[src/hdl/riscv_pkg.sv]
package riscv_pkg;

  typedef logic [31:0] word_t;
  typedef logic [4:0] reg_addr_t;
  typedef logic [2:0] funct3_t;
  typedef logic [3:0] ecause_t;

  // major opcodes of the RV32I base set handled by the front end
  typedef enum logic [6:0] {
    opc_lui    = 7'b0110111,
    opc_auipc  = 7'b0010111,
    opc_jal    = 7'b1101111,
    opc_jalr   = 7'b1100111,
    opc_branch = 7'b1100011,
    opc_load   = 7'b0000011,
    opc_store  = 7'b0100011,
    opc_op_imm = 7'b0010011,
    opc_op     = 7'b0110011
  } opcode_t;

  // bcu_none must stay first so a cleared decode means no branch
  typedef enum logic [2:0] {
    bcu_none,
    bcu_beq,
    bcu_bne,
    bcu_blt,
    bcu_bge,
    bcu_bltu,
    bcu_bgeu
  } bcu_op_t;

  typedef struct packed {
    logic lsu_b;
    logic lsu_h;
    logic lsu_w;
    logic lsu_sext;
  } lsu_op_t;

  localparam funct3_t f3_jalr = 3'b000;

  localparam funct3_t f3_beq  = 3'b000;
  localparam funct3_t f3_bne  = 3'b001;
  localparam funct3_t f3_blt  = 3'b100;
  localparam funct3_t f3_bge  = 3'b101;
  localparam funct3_t f3_bltu = 3'b110;
  localparam funct3_t f3_bgeu = 3'b111;

  localparam funct3_t f3_byte   = 3'b000;
  localparam funct3_t f3_half   = 3'b001;
  localparam funct3_t f3_word   = 3'b010;
  localparam funct3_t f3_byte_u = 3'b100;
  localparam funct3_t f3_half_u = 3'b101;

  localparam ecause_t except_instr_misaligned = 4'd0;
  localparam ecause_t except_load_misaligned  = 4'd4;
  localparam ecause_t except_store_misaligned = 4'd6;

  // addi x0, x0, 0
  localparam word_t nop_instr = 32'h0000_0013;

endpackage

[src/hdl/frontend_pkg.sv]
package frontend_pkg;

  import riscv_pkg::*;

  typedef struct packed {
    logic       valid;
    logic       instr;
    word_t      addr;
    word_t      wdata;
    logic [3:0] wstrb;
  } mem_req_t;

  typedef struct packed {
    logic  ready;
    word_t rdata;
  } mem_rsp_t;

  typedef struct packed {
    logic      valid;
    word_t     imm;
    reg_addr_t waddr;
    reg_addr_t raddr1;
    reg_addr_t raddr2;
    logic      wren;
    logic      rden1;
    logic      rden2;
    logic      lui;
    logic      auipc;
    logic      jal;
    logic      jalr;
    logic      branch;
    logic      load;
    logic      store;
    bcu_op_t   bcu_op;
    lsu_op_t   lsu_op;
  } decode_t;

  typedef struct packed {
    word_t   rdata1;
    word_t   imm;
    word_t   pc;
    logic    auipc;
    logic    jal;
    logic    jalr;
    logic    branch;
    logic    load;
    logic    store;
    lsu_op_t lsu_op;
  } agu_req_t;

  typedef struct packed {
    word_t      address;
    logic [3:0] byteenable;
    logic       exception;
    ecause_t    ecause;
    word_t      etval;
  } agu_rsp_t;

  typedef struct packed {
    logic  valid;
    word_t target;
  } redirect_t;

  typedef struct packed {
    logic      wren;
    reg_addr_t waddr;
    word_t     wdata;
  } reg_write_t;

  typedef struct packed {
    word_t      pc;
    word_t      instr;
    word_t      rdata1;
    word_t      rdata2;
    word_t      imm;
    reg_addr_t  waddr;
    logic       wren;
    logic       rden1;
    logic       rden2;
    logic       lui;
    logic       auipc;
    logic       jal;
    logic       jalr;
    logic       branch;
    logic       load;
    logic       store;
    bcu_op_t    bcu_op;
    lsu_op_t    lsu_op;
    logic       jump;
    word_t      address;
    logic [3:0] byteenable;
    logic       exception;
    ecause_t    ecause;
    word_t      etval;
    logic       valid;
  } fetch_out_t;

  localparam fetch_out_t init_fetch_out = '0;

endpackage

[src/hdl/address_unit.sv]
module address_unit (
  input  frontend_pkg::agu_req_t req,
  output frontend_pkg::agu_rsp_t rsp
);

  import riscv_pkg::*;

  word_t base;
  word_t address;
  logic [1:0] offset;
  logic ctrl;
  logic mem;

  assign ctrl = req.jal | req.jalr | req.branch;
  assign mem = req.load | req.store;

  always_comb begin
    // jalr and memory accesses are register relative, the rest pc relative
    base = (req.jalr | mem) ? req.rdata1 : req.pc;
    address = base + req.imm;
    if (req.jalr) begin
      address[0] = 1'b0;
    end
    offset = address[1:0];

    rsp.address = address;
    rsp.byteenable = 4'b0000;
    if (req.lsu_op.lsu_b) begin
      rsp.byteenable = 4'b0001 << offset;
    end else if (req.lsu_op.lsu_h) begin
      rsp.byteenable = 4'b0011 << {offset[1], 1'b0};
    end else if (req.lsu_op.lsu_w) begin
      rsp.byteenable = 4'b1111;
    end

    rsp.exception = 1'b0;
    rsp.ecause = '0;
    if (ctrl && offset != 2'b00) begin
      rsp.exception = 1'b1;
      rsp.ecause = except_instr_misaligned;
    end else if (mem && ((req.lsu_op.lsu_h && offset[0]) ||
                         (req.lsu_op.lsu_w && offset != 2'b00))) begin
      rsp.exception = 1'b1;
      rsp.ecause = req.load ? except_load_misaligned : except_store_misaligned;
    end
    rsp.etval = rsp.exception ? address : '0;
  end

endmodule

[src/hdl/branch_unit.sv]
module branch_unit (
  input  riscv_pkg::word_t   rdata1,
  input  riscv_pkg::word_t   rdata2,
  input  riscv_pkg::bcu_op_t bcu_op,
  output logic               taken
);

  import riscv_pkg::*;

  logic eq;
  logic lt;
  logic ltu;

  assign eq = rdata1 == rdata2;
  assign lt = $signed(rdata1) < $signed(rdata2);
  assign ltu = rdata1 < rdata2;

  always_comb begin
    case (bcu_op)
      bcu_beq:  taken = eq;
      bcu_bne:  taken = ~eq;
      bcu_blt:  taken = lt;
      bcu_bge:  taken = ~lt;
      bcu_bltu: taken = ltu;
      bcu_bgeu: taken = ~ltu;
      default:  taken = 1'b0;
    endcase
  end

endmodule

[src/hdl/fetch_stage.sv]
module fetch_stage #(
  parameter riscv_pkg::word_t reset_vector = 32'h0000_0000
) (
  input  logic                    clk,
  input  logic                    rst,
  input  logic                    hold,
  input  frontend_pkg::redirect_t redirect,
  input  frontend_pkg::mem_rsp_t  imem_rsp,
  output frontend_pkg::mem_req_t  imem_req,
  output frontend_pkg::mem_req_t  dmem_req,
  input  frontend_pkg::decode_t   dec,
  output riscv_pkg::word_t        instr,
  output riscv_pkg::reg_addr_t    raddr1,
  output riscv_pkg::reg_addr_t    raddr2,
  input  riscv_pkg::word_t        rdata1,
  input  riscv_pkg::word_t        rdata2,
  output riscv_pkg::bcu_op_t      bcu_op,
  input  logic                    taken,
  output frontend_pkg::agu_req_t  agu_req,
  input  frontend_pkg::agu_rsp_t  agu_rsp,
  output frontend_pkg::fetch_out_t out
);

  import riscv_pkg::*;
  import frontend_pkg::*;

  word_t pc;
  word_t pc_next;
  logic running;
  logic fetch_ok;
  fetch_out_t v;

  // running stays low through reset and lets the first fetch out after it
  assign fetch_ok = running & ~hold & imem_rsp.ready;

  always_comb begin
    imem_req = '0;
    imem_req.valid = running & ~hold;
    imem_req.instr = 1'b1;
    imem_req.addr = pc;

    instr = imem_rsp.ready ? imem_rsp.rdata : nop_instr;
    raddr1 = dec.raddr1;
    raddr2 = dec.raddr2;
    bcu_op = dec.bcu_op;

    v = init_fetch_out;
    v.pc = pc;
    v.instr = instr;
    v.rdata1 = rdata1;
    v.rdata2 = rdata2;
    v.waddr = dec.waddr;
    if (dec.valid) begin
      v.imm = dec.imm;
      v.wren = dec.wren;
      v.rden1 = dec.rden1;
      v.rden2 = dec.rden2;
      v.lui = dec.lui;
      v.auipc = dec.auipc;
      v.jal = dec.jal;
      v.jalr = dec.jalr;
      v.branch = dec.branch;
      v.load = dec.load;
      v.store = dec.store;
      v.bcu_op = dec.bcu_op;
      v.lsu_op = dec.lsu_op;
      v.valid = 1'b1;
    end
    v.jump = v.jal | v.jalr | (v.branch & taken);

    agu_req.rdata1 = v.rdata1;
    agu_req.imm = v.imm;
    agu_req.pc = v.pc;
    agu_req.auipc = v.auipc;
    agu_req.jal = v.jal;
    agu_req.jalr = v.jalr;
    agu_req.branch = v.branch;
    agu_req.load = v.load;
    agu_req.store = v.store;
    agu_req.lsu_op = v.lsu_op;

    v.address = agu_rsp.address;
    v.byteenable = agu_rsp.byteenable;
    v.exception = agu_rsp.exception;
    v.ecause = agu_rsp.ecause;
    v.etval = agu_rsp.etval;

    if (!fetch_ok) begin
      v.wren = 1'b0;
      v.jal = 1'b0;
      v.jalr = 1'b0;
      v.branch = 1'b0;
      v.load = 1'b0;
      v.store = 1'b0;
      v.jump = 1'b0;
      v.valid = 1'b0;
    end

    // a faulting access or jump is dropped and only the trap information goes on
    if (v.exception) begin
      if (v.load) begin
        v.load = 1'b0;
        v.wren = 1'b0;
      end else if (v.store) begin
        v.store = 1'b0;
      end else if (v.jump) begin
        v.jump = 1'b0;
        v.wren = 1'b0;
      end else begin
        v.exception = 1'b0;
      end
    end

    dmem_req.valid = v.load | v.store;
    dmem_req.instr = 1'b0;
    dmem_req.addr = v.address;
    if (v.lsu_op.lsu_b) begin
      dmem_req.wdata = {4{v.rdata2[7:0]}};
    end else if (v.lsu_op.lsu_h) begin
      dmem_req.wdata = {2{v.rdata2[15:0]}};
    end else begin
      dmem_req.wdata = v.rdata2;
    end
    dmem_req.wstrb = v.store ? v.byteenable : 4'h0;

    if (redirect.valid) begin
      pc_next = redirect.target;
    end else if (v.jump) begin
      pc_next = v.address;
    end else if (fetch_ok) begin
      pc_next = pc + 32'd4;
    end else begin
      pc_next = pc;
    end
  end

  always_ff @(posedge clk) begin
    if (!rst) begin
      pc <= reset_vector;
      running <= 1'b0;
      out <= init_fetch_out;
    end else begin
      pc <= pc_next;
      running <= 1'b1;
      if (!hold) begin
        out <= v;
      end
    end
  end

endmodule

[src/hdl/fetch_top.sv]
module fetch_top #(
  parameter riscv_pkg::word_t reset_vector = 32'h0000_0000
) (
  input  logic                     clk,
  input  logic                     rst,
  input  logic                     hold,
  input  frontend_pkg::redirect_t  redirect,
  output frontend_pkg::mem_req_t   imem_req,
  input  frontend_pkg::mem_rsp_t   imem_rsp,
  output frontend_pkg::mem_req_t   dmem_req,
  input  frontend_pkg::reg_write_t reg_write,
  output frontend_pkg::fetch_out_t out
);

  import riscv_pkg::*;
  import frontend_pkg::*;

  decode_t dec;
  word_t instr;
  reg_addr_t raddr1;
  reg_addr_t raddr2;
  word_t rdata1;
  word_t rdata2;
  bcu_op_t bcu_op;
  logic taken;
  agu_req_t agu_req;
  agu_rsp_t agu_rsp;

  fetch_stage #(
    .reset_vector(reset_vector)
  ) u_fetch_stage (
    .clk(clk),
    .rst(rst),
    .hold(hold),
    .redirect(redirect),
    .imem_rsp(imem_rsp),
    .imem_req(imem_req),
    .dmem_req(dmem_req),
    .dec(dec),
    .instr(instr),
    .raddr1(raddr1),
    .raddr2(raddr2),
    .rdata1(rdata1),
    .rdata2(rdata2),
    .bcu_op(bcu_op),
    .taken(taken),
    .agu_req(agu_req),
    .agu_rsp(agu_rsp),
    .out(out)
  );

  predecoder u_predecoder (
    .instr(instr),
    .dec(dec)
  );

  branch_unit u_branch_unit (
    .rdata1(rdata1),
    .rdata2(rdata2),
    .bcu_op(bcu_op),
    .taken(taken)
  );

  address_unit u_address_unit (
    .req(agu_req),
    .rsp(agu_rsp)
  );

  register_file u_register_file (
    .clk(clk),
    .raddr1(raddr1),
    .raddr2(raddr2),
    .reg_write(reg_write),
    .rdata1(rdata1),
    .rdata2(rdata2)
  );

endmodule

[src/hdl/predecoder.sv]
module predecoder (
  input  riscv_pkg::word_t     instr,
  output frontend_pkg::decode_t dec
);

  import riscv_pkg::*;

  opcode_t opcode;
  funct3_t funct3;
  logic [6:0] funct7;
  word_t imm_i;
  word_t imm_s;
  word_t imm_b;
  word_t imm_u;
  word_t imm_j;

  assign opcode = opcode_t'(instr[6:0]);
  assign funct3 = instr[14:12];
  assign funct7 = instr[31:25];

  assign imm_i = {{20{instr[31]}}, instr[31:20]};
  assign imm_s = {{20{instr[31]}}, instr[31:25], instr[11:7]};
  assign imm_b = {{19{instr[31]}}, instr[31], instr[7], instr[30:25], instr[11:8], 1'b0};
  assign imm_u = {instr[31:12], 12'b0};
  assign imm_j = {{11{instr[31]}}, instr[31], instr[19:12], instr[20], instr[30:21], 1'b0};

  always_comb begin
    dec = '0;
    dec.waddr = instr[11:7];
    dec.raddr1 = instr[19:15];
    dec.raddr2 = instr[24:20];

    case (opcode)
      opc_lui: begin
        dec.valid = 1'b1;
        dec.wren = 1'b1;
        dec.lui = 1'b1;
        dec.imm = imm_u;
      end
      opc_auipc: begin
        dec.valid = 1'b1;
        dec.wren = 1'b1;
        dec.auipc = 1'b1;
        dec.imm = imm_u;
      end
      opc_jal: begin
        dec.valid = 1'b1;
        dec.wren = 1'b1;
        dec.jal = 1'b1;
        dec.imm = imm_j;
      end
      opc_jalr: begin
        if (funct3 == f3_jalr) begin
          dec.valid = 1'b1;
          dec.wren = 1'b1;
          dec.rden1 = 1'b1;
          dec.jalr = 1'b1;
          dec.imm = imm_i;
        end
      end
      opc_branch: begin
        dec.imm = imm_b;
        case (funct3)
          f3_beq:  dec.bcu_op = bcu_beq;
          f3_bne:  dec.bcu_op = bcu_bne;
          f3_blt:  dec.bcu_op = bcu_blt;
          f3_bge:  dec.bcu_op = bcu_bge;
          f3_bltu: dec.bcu_op = bcu_bltu;
          f3_bgeu: dec.bcu_op = bcu_bgeu;
          default: dec.bcu_op = bcu_none;
        endcase
        dec.valid = dec.bcu_op != bcu_none;
        dec.rden1 = dec.valid;
        dec.rden2 = dec.valid;
        dec.branch = dec.valid;
      end
      opc_load: begin
        if (funct3 inside {f3_byte, f3_half, f3_word, f3_byte_u, f3_half_u}) begin
          dec.valid = 1'b1;
          dec.wren = 1'b1;
          dec.rden1 = 1'b1;
          dec.load = 1'b1;
          dec.imm = imm_i;
          dec.lsu_op.lsu_b = funct3[1:0] == f3_byte[1:0];
          dec.lsu_op.lsu_h = funct3[1:0] == f3_half[1:0];
          dec.lsu_op.lsu_w = funct3 == f3_word;
          dec.lsu_op.lsu_sext = ~funct3[2];
        end
      end
      opc_store: begin
        if (funct3 inside {f3_byte, f3_half, f3_word}) begin
          dec.valid = 1'b1;
          dec.rden1 = 1'b1;
          dec.rden2 = 1'b1;
          dec.store = 1'b1;
          dec.imm = imm_s;
          dec.lsu_op.lsu_b = funct3 == f3_byte;
          dec.lsu_op.lsu_h = funct3 == f3_half;
          dec.lsu_op.lsu_w = funct3 == f3_word;
        end
      end
      opc_op_imm: begin
        // shift immediates only allow the srai bit in funct7
        if (funct3[1:0] != 2'b01 || funct7 == 7'b0 || (funct3[2] && funct7 == 7'b0100000)) begin
          dec.valid = 1'b1;
          dec.wren = 1'b1;
          dec.rden1 = 1'b1;
          dec.imm = imm_i;
        end
      end
      opc_op: begin
        if (funct7 == 7'b0 || (funct7 == 7'b0100000 && funct3 inside {3'b000, 3'b101})) begin
          dec.valid = 1'b1;
          dec.wren = 1'b1;
          dec.rden1 = 1'b1;
          dec.rden2 = 1'b1;
        end
      end
      default: begin
      end
    endcase
  end

endmodule

[src/hdl/register_file.sv]
module register_file (
  input  logic                     clk,
  input  riscv_pkg::reg_addr_t     raddr1,
  input  riscv_pkg::reg_addr_t     raddr2,
  input  frontend_pkg::reg_write_t reg_write,
  output riscv_pkg::word_t         rdata1,
  output riscv_pkg::word_t         rdata2
);

  import riscv_pkg::*;

  word_t regs [32];

  always_ff @(posedge clk) begin
    if (reg_write.wren && reg_write.waddr != '0) begin
      regs[reg_write.waddr] <= reg_write.wdata;
    end
  end

  // x0 is never written, so its entry is masked on read
  assign rdata1 = (raddr1 == '0) ? '0 : regs[raddr1];
  assign rdata2 = (raddr2 == '0) ? '0 : regs[raddr2];

endmodule

[config.mk]
export PLATFORM = sky130hd
export DESIGN_NAME = fetch_top
export DESIGN_NICKNAME = d
export VERILOG_FILES = /design/src/hdl/riscv_pkg.sv /design/src/hdl/frontend_pkg.sv /design/src/hdl/address_unit.sv /design/src/hdl/branch_unit.sv /design/src/hdl/fetch_stage.sv /design/src/hdl/fetch_top.sv /design/src/hdl/predecoder.sv /design/src/hdl/register_file.sv
export SDC_FILE = /design/constraint.sdc
export NUM_CORES = 2
export LEC_CHECK = 0
export BUFFER_PORTS_ARGS = -buffer_cell sky130_fd_sc_hd__buf_2
export CAP_MARGIN = 20
export CELL_PAD_IN_SITES_DETAIL_PLACEMENT = 0
export CELL_PAD_IN_SITES_GLOBAL_PLACEMENT = 2
export CORE_UTILIZATION = 31
export DETAILED_ROUTE_END_ITERATION = 16
export GPL_TIMING_DRIVEN = 0
export HOLD_SLACK_MARGIN = 0.1
export PLACE_DENSITY = 0.66
export SYNTH_ARGS = -nofsm -noshare
export SYNTH_HDL_FRONTEND = slang
export SYNTH_SLANG_ARGS = --single-unit
[constraint.sdc]
create_clock -name clk -period 5 [get_ports clk]
set_input_delay 0.25 -clock clk [delete_from_list [all_inputs] [get_ports clk]]
set_output_delay 0.25 -clock clk [all_outputs]
set_load 0.1 [all_outputs]
==> summary.md <==
| Metric | Value |
|---|---|
| Std-Cell Rows | 167 |
| Mapped cell area | 65200 um2 |
| First-pass GRT wire length | 523000 um |
| Worst Setup Path Type | input port to primary output |
| H-tree Lvls | 4 |
| Final total power | 0.0309 W |
| Crit-path leading delay family | compound AO/OA/AOI/OAI gates |
| CTS tree | built |
| Syn_area_per_cell | 10.7 um2 |
| Max_cap viols | 0 |
| Most common cell after layout, fill and taps aside | edfxtp_1 |
| Root buffer cell | clkbuf_16 |
| Starting Density | 31.3% |
| Fin crit share | 109% |
| Die height | 461 um |
| Average wire per standard cell | 39.8 um |
| Max Root-Sink Buffers | 3 |
| Most frequent cells in the layout | 1024 x edfxtp_1, 703 x nand2_1, 514 x mux2i_1 |
| Synth warn | 0 |
| Most common cell on crit path | buf_12 |
| Share of layout cells above drive strength 1 | 28.3% |
| Ys async rst share | 0% |
| Global placement routability congestion | 1.02 |
| WP buf/inv | 10 |
| Via density | 6.13 |
| Max-slew headroom | 18.1% |
| Delay of the slowest cell on the worst path | 510 ps |
| #FFs+latches synth | 1307 |
| Worst-path clk slew | 60 ps |
| Final hold violation count | 0 |
| CP Max Fanout | 10 |
| Worst-margin pin slew | 1230 ps |
| CP Capture Type | primary output |
| Total gr overflow | 0 |
| Critical Path Source Type | input port |
| Clock skew | 58.2 ps |
| PnR worst setup slack | -437 ps |
| Lkg Pwr | 33.0 nW |
| I/O pins | 504 |
| Post-synthesis cell type count | 78 |
| Instance area after placement | 74300 um2 |
| Chip width | 461 um |
| Finish-stage setup viols | 55 |
| Failing checks | setup timing |
| Fill cell count | 20000 |
| DRC violation count after routing | 0 |
| GRT Overall Usage | 36.9% |
| Fin nets | 7425 |
| DRT iter0 DRCs | 9010 |
| Detailed placer's ending HPWL | 301000 um |
| Gate Count Post-Synth | 6103 |
| Largest net degree at the start of global routing | 33 |
| Worst EP arrival | 5190 ps |
| PortBufs | 457 |
| Pwr/cell area | 351 nW/um2 |
| Clock Latency Late Sink | 900 ps |
| Die area | 212000 um2 |
| RSZ-0062 raised after global routing | true |
| Vias in the first global route | 57700 |
| Final WL | 405000 um |
| EDFF count, synth | 1024 |
| Clk sinks | 1307 |
| Top FF cell, synth | edfxtp_1 |
| Critical-path top delay cell | o32ai_4 |
| Pre-antenna DRT Iters | 6 |
| Worst Path Required | 4750 ps |
| Status | complete, but fails checks |
| CTS Buf Count | 160 |
| Post-layout min period | 5440 ps |
| Core box area | 208000 um2 |
| Fin area | 88100 um2 |
| DRT antenna net count | 0 |
| Fmax | 184 MHz |
| Final Max Slew Viols | 0 |
| Initial antenna violation count | 22 |
| VDD IR max | 0.420 mV |
| Vias post-DR | 62400 |
| Area Overhead vs Synth | 35.1% |
| Seq/Total Area, Yosys | 55.9% |
| Min-Delay Path Class | input port to flip-flop |
## worst reg2reg max path: stages, from the launching register on
cell      delay, ps
edfxtp_1        370
nor2b_1         150
a211oi_2        180
a31oi_1          80
o22ai_2         420
nor3_2           90
o21ai_2         260
buf_6           240
buf_4           190
inv_1            60
ha_1            320
nand4_1         180
nor4_4          310
a21boi_2        230
o32a_4          240
nor2_1           60
or3b_4          420
o211ai_4        110
buf_12          160
and2_4          160
buf_6           130
buf_6           170
nand4_1         120
a32o_1          310
## Yosys cell counts, types with 61 or more instances
cell type  number  share of area [%]
edfxtp_1     1024                 47
nand2_1       712                4.1
mux2i_1       522                8.0
nor2_1        445                2.6
clkbuf_1      409                2.4
dfxtp_1       283                8.7
a31oi_1       271                2.6
nor3_1        271                2.1
a211oi_1      262                3.0
nor2b_1       261                2.5
a21oi_1       234                1.8
a221oi_1      214                2.9
o21ai_0       213                1.6
o22ai_1       124                1.2
buf_4         120                1.4
nand3_1        67               0.51
ha_1           64                1.2
inv_1          61               0.35
## final timing paths
| path | from | to | slack, ps | cells past startpoint |
|---|---|---|---|---|
| setup / recovery | imem_rsp[32] | dmem_req[64] | -440 | 25 |
| hold / removal | imem_rsp[26] | u_fetch_stage.out[91] | 130 | 6 |
| setup reg to reg | u_register_file.regs[2][10] | u_fetch_stage.pc[4] | -80 | 23 |
| hold reg to reg | u_fetch_stage.out[107] | u_fetch_stage.out[107] | 460 | 2 |
## through the flow
| step | setup WS (ps) | TNS [ps] | std cells | hold slack, ps | util (%) |
|---|---|---|---|---|---|
| 2_1_floorplan | -311 | -1320 | 6173 | 278 | - |
| 3_3_place_gp | -5640 | -1585590 | 9418 | 447 | 34.2 |
| 3_5_place_dp | -4870 | -576250 | 9620 | 452 | 35.7 |
| 4_1_cts | -356 | -3680 | 10100 | 104 | 41.6 |
| 5_1_grt | -442 | -6650 | 10200 | 121 | 42.3 |
| 6_report | -437 | -8610 | 10200 | 130 | 42.3 |
## kinds of logic after synthesis
logic type,Yosys count,share of synthesized area (%)
and+or+nand+nor,1925,13.5
AOI/OAI and AO/OA,1542,15.9
DFF,1307,55.9
buffers and inverters,693,4.80
muxes,529,8.15
adders and majority gates,65,1.26
xor gates and xnor gates,40,0.537
other,2,0.0115
## state kept, by name, indices dropped and copies added (netlist names)
register,flops
u_fetch_stage.out,250
u_fetch_stage.pc,32
u_fetch_stage.running,1
u_register_file.regs,1024
## per-layer routing
metal	track usage (%)	part of all wire [%]	up-vias
met4	24.4	7.8	10
li1	-	-	25200
met3	12.1	12	1127
met5	0.827	0.070	-
met2	55.3	43	4618
met1	45.1	37	31500
## power breakdown
part	switching (W)	internal (W)	total [W]
Sequential	0.000146	0.0119	0.0121
Clock	0.00521	0.00683	0.0120
Combinational	0.00501	0.00177	0.00678
## repair_timing
action / CTS / global route
gates cloned: 4 / 0
endpoints found under the setup margin: 181 / 65
pin swaps: 156 / 128
hold buffers: 93 / 0
gates resized for setup: 1385 / 290
endpoints found under the hold margin: 984 / 0
setup buffers: 137 / 46
## layout make-up
cell class                 count  area [um2]  share of cell area, %
antenna                       20        50.0                 0.0568
clock inverter                96         978                   1.11
sequential                  1307       36400                   41.3
tap                         2788        3490                   3.96
timing repair buffer         937        8000                   9.08
inverter                      64         243                  0.275
clock buffer                 199        4280                   4.86
buffer                       610        4870                   5.53
multi-input combinational   4173       29800                   33.8
Note: power is estimated with default switching activity, not from simulation.
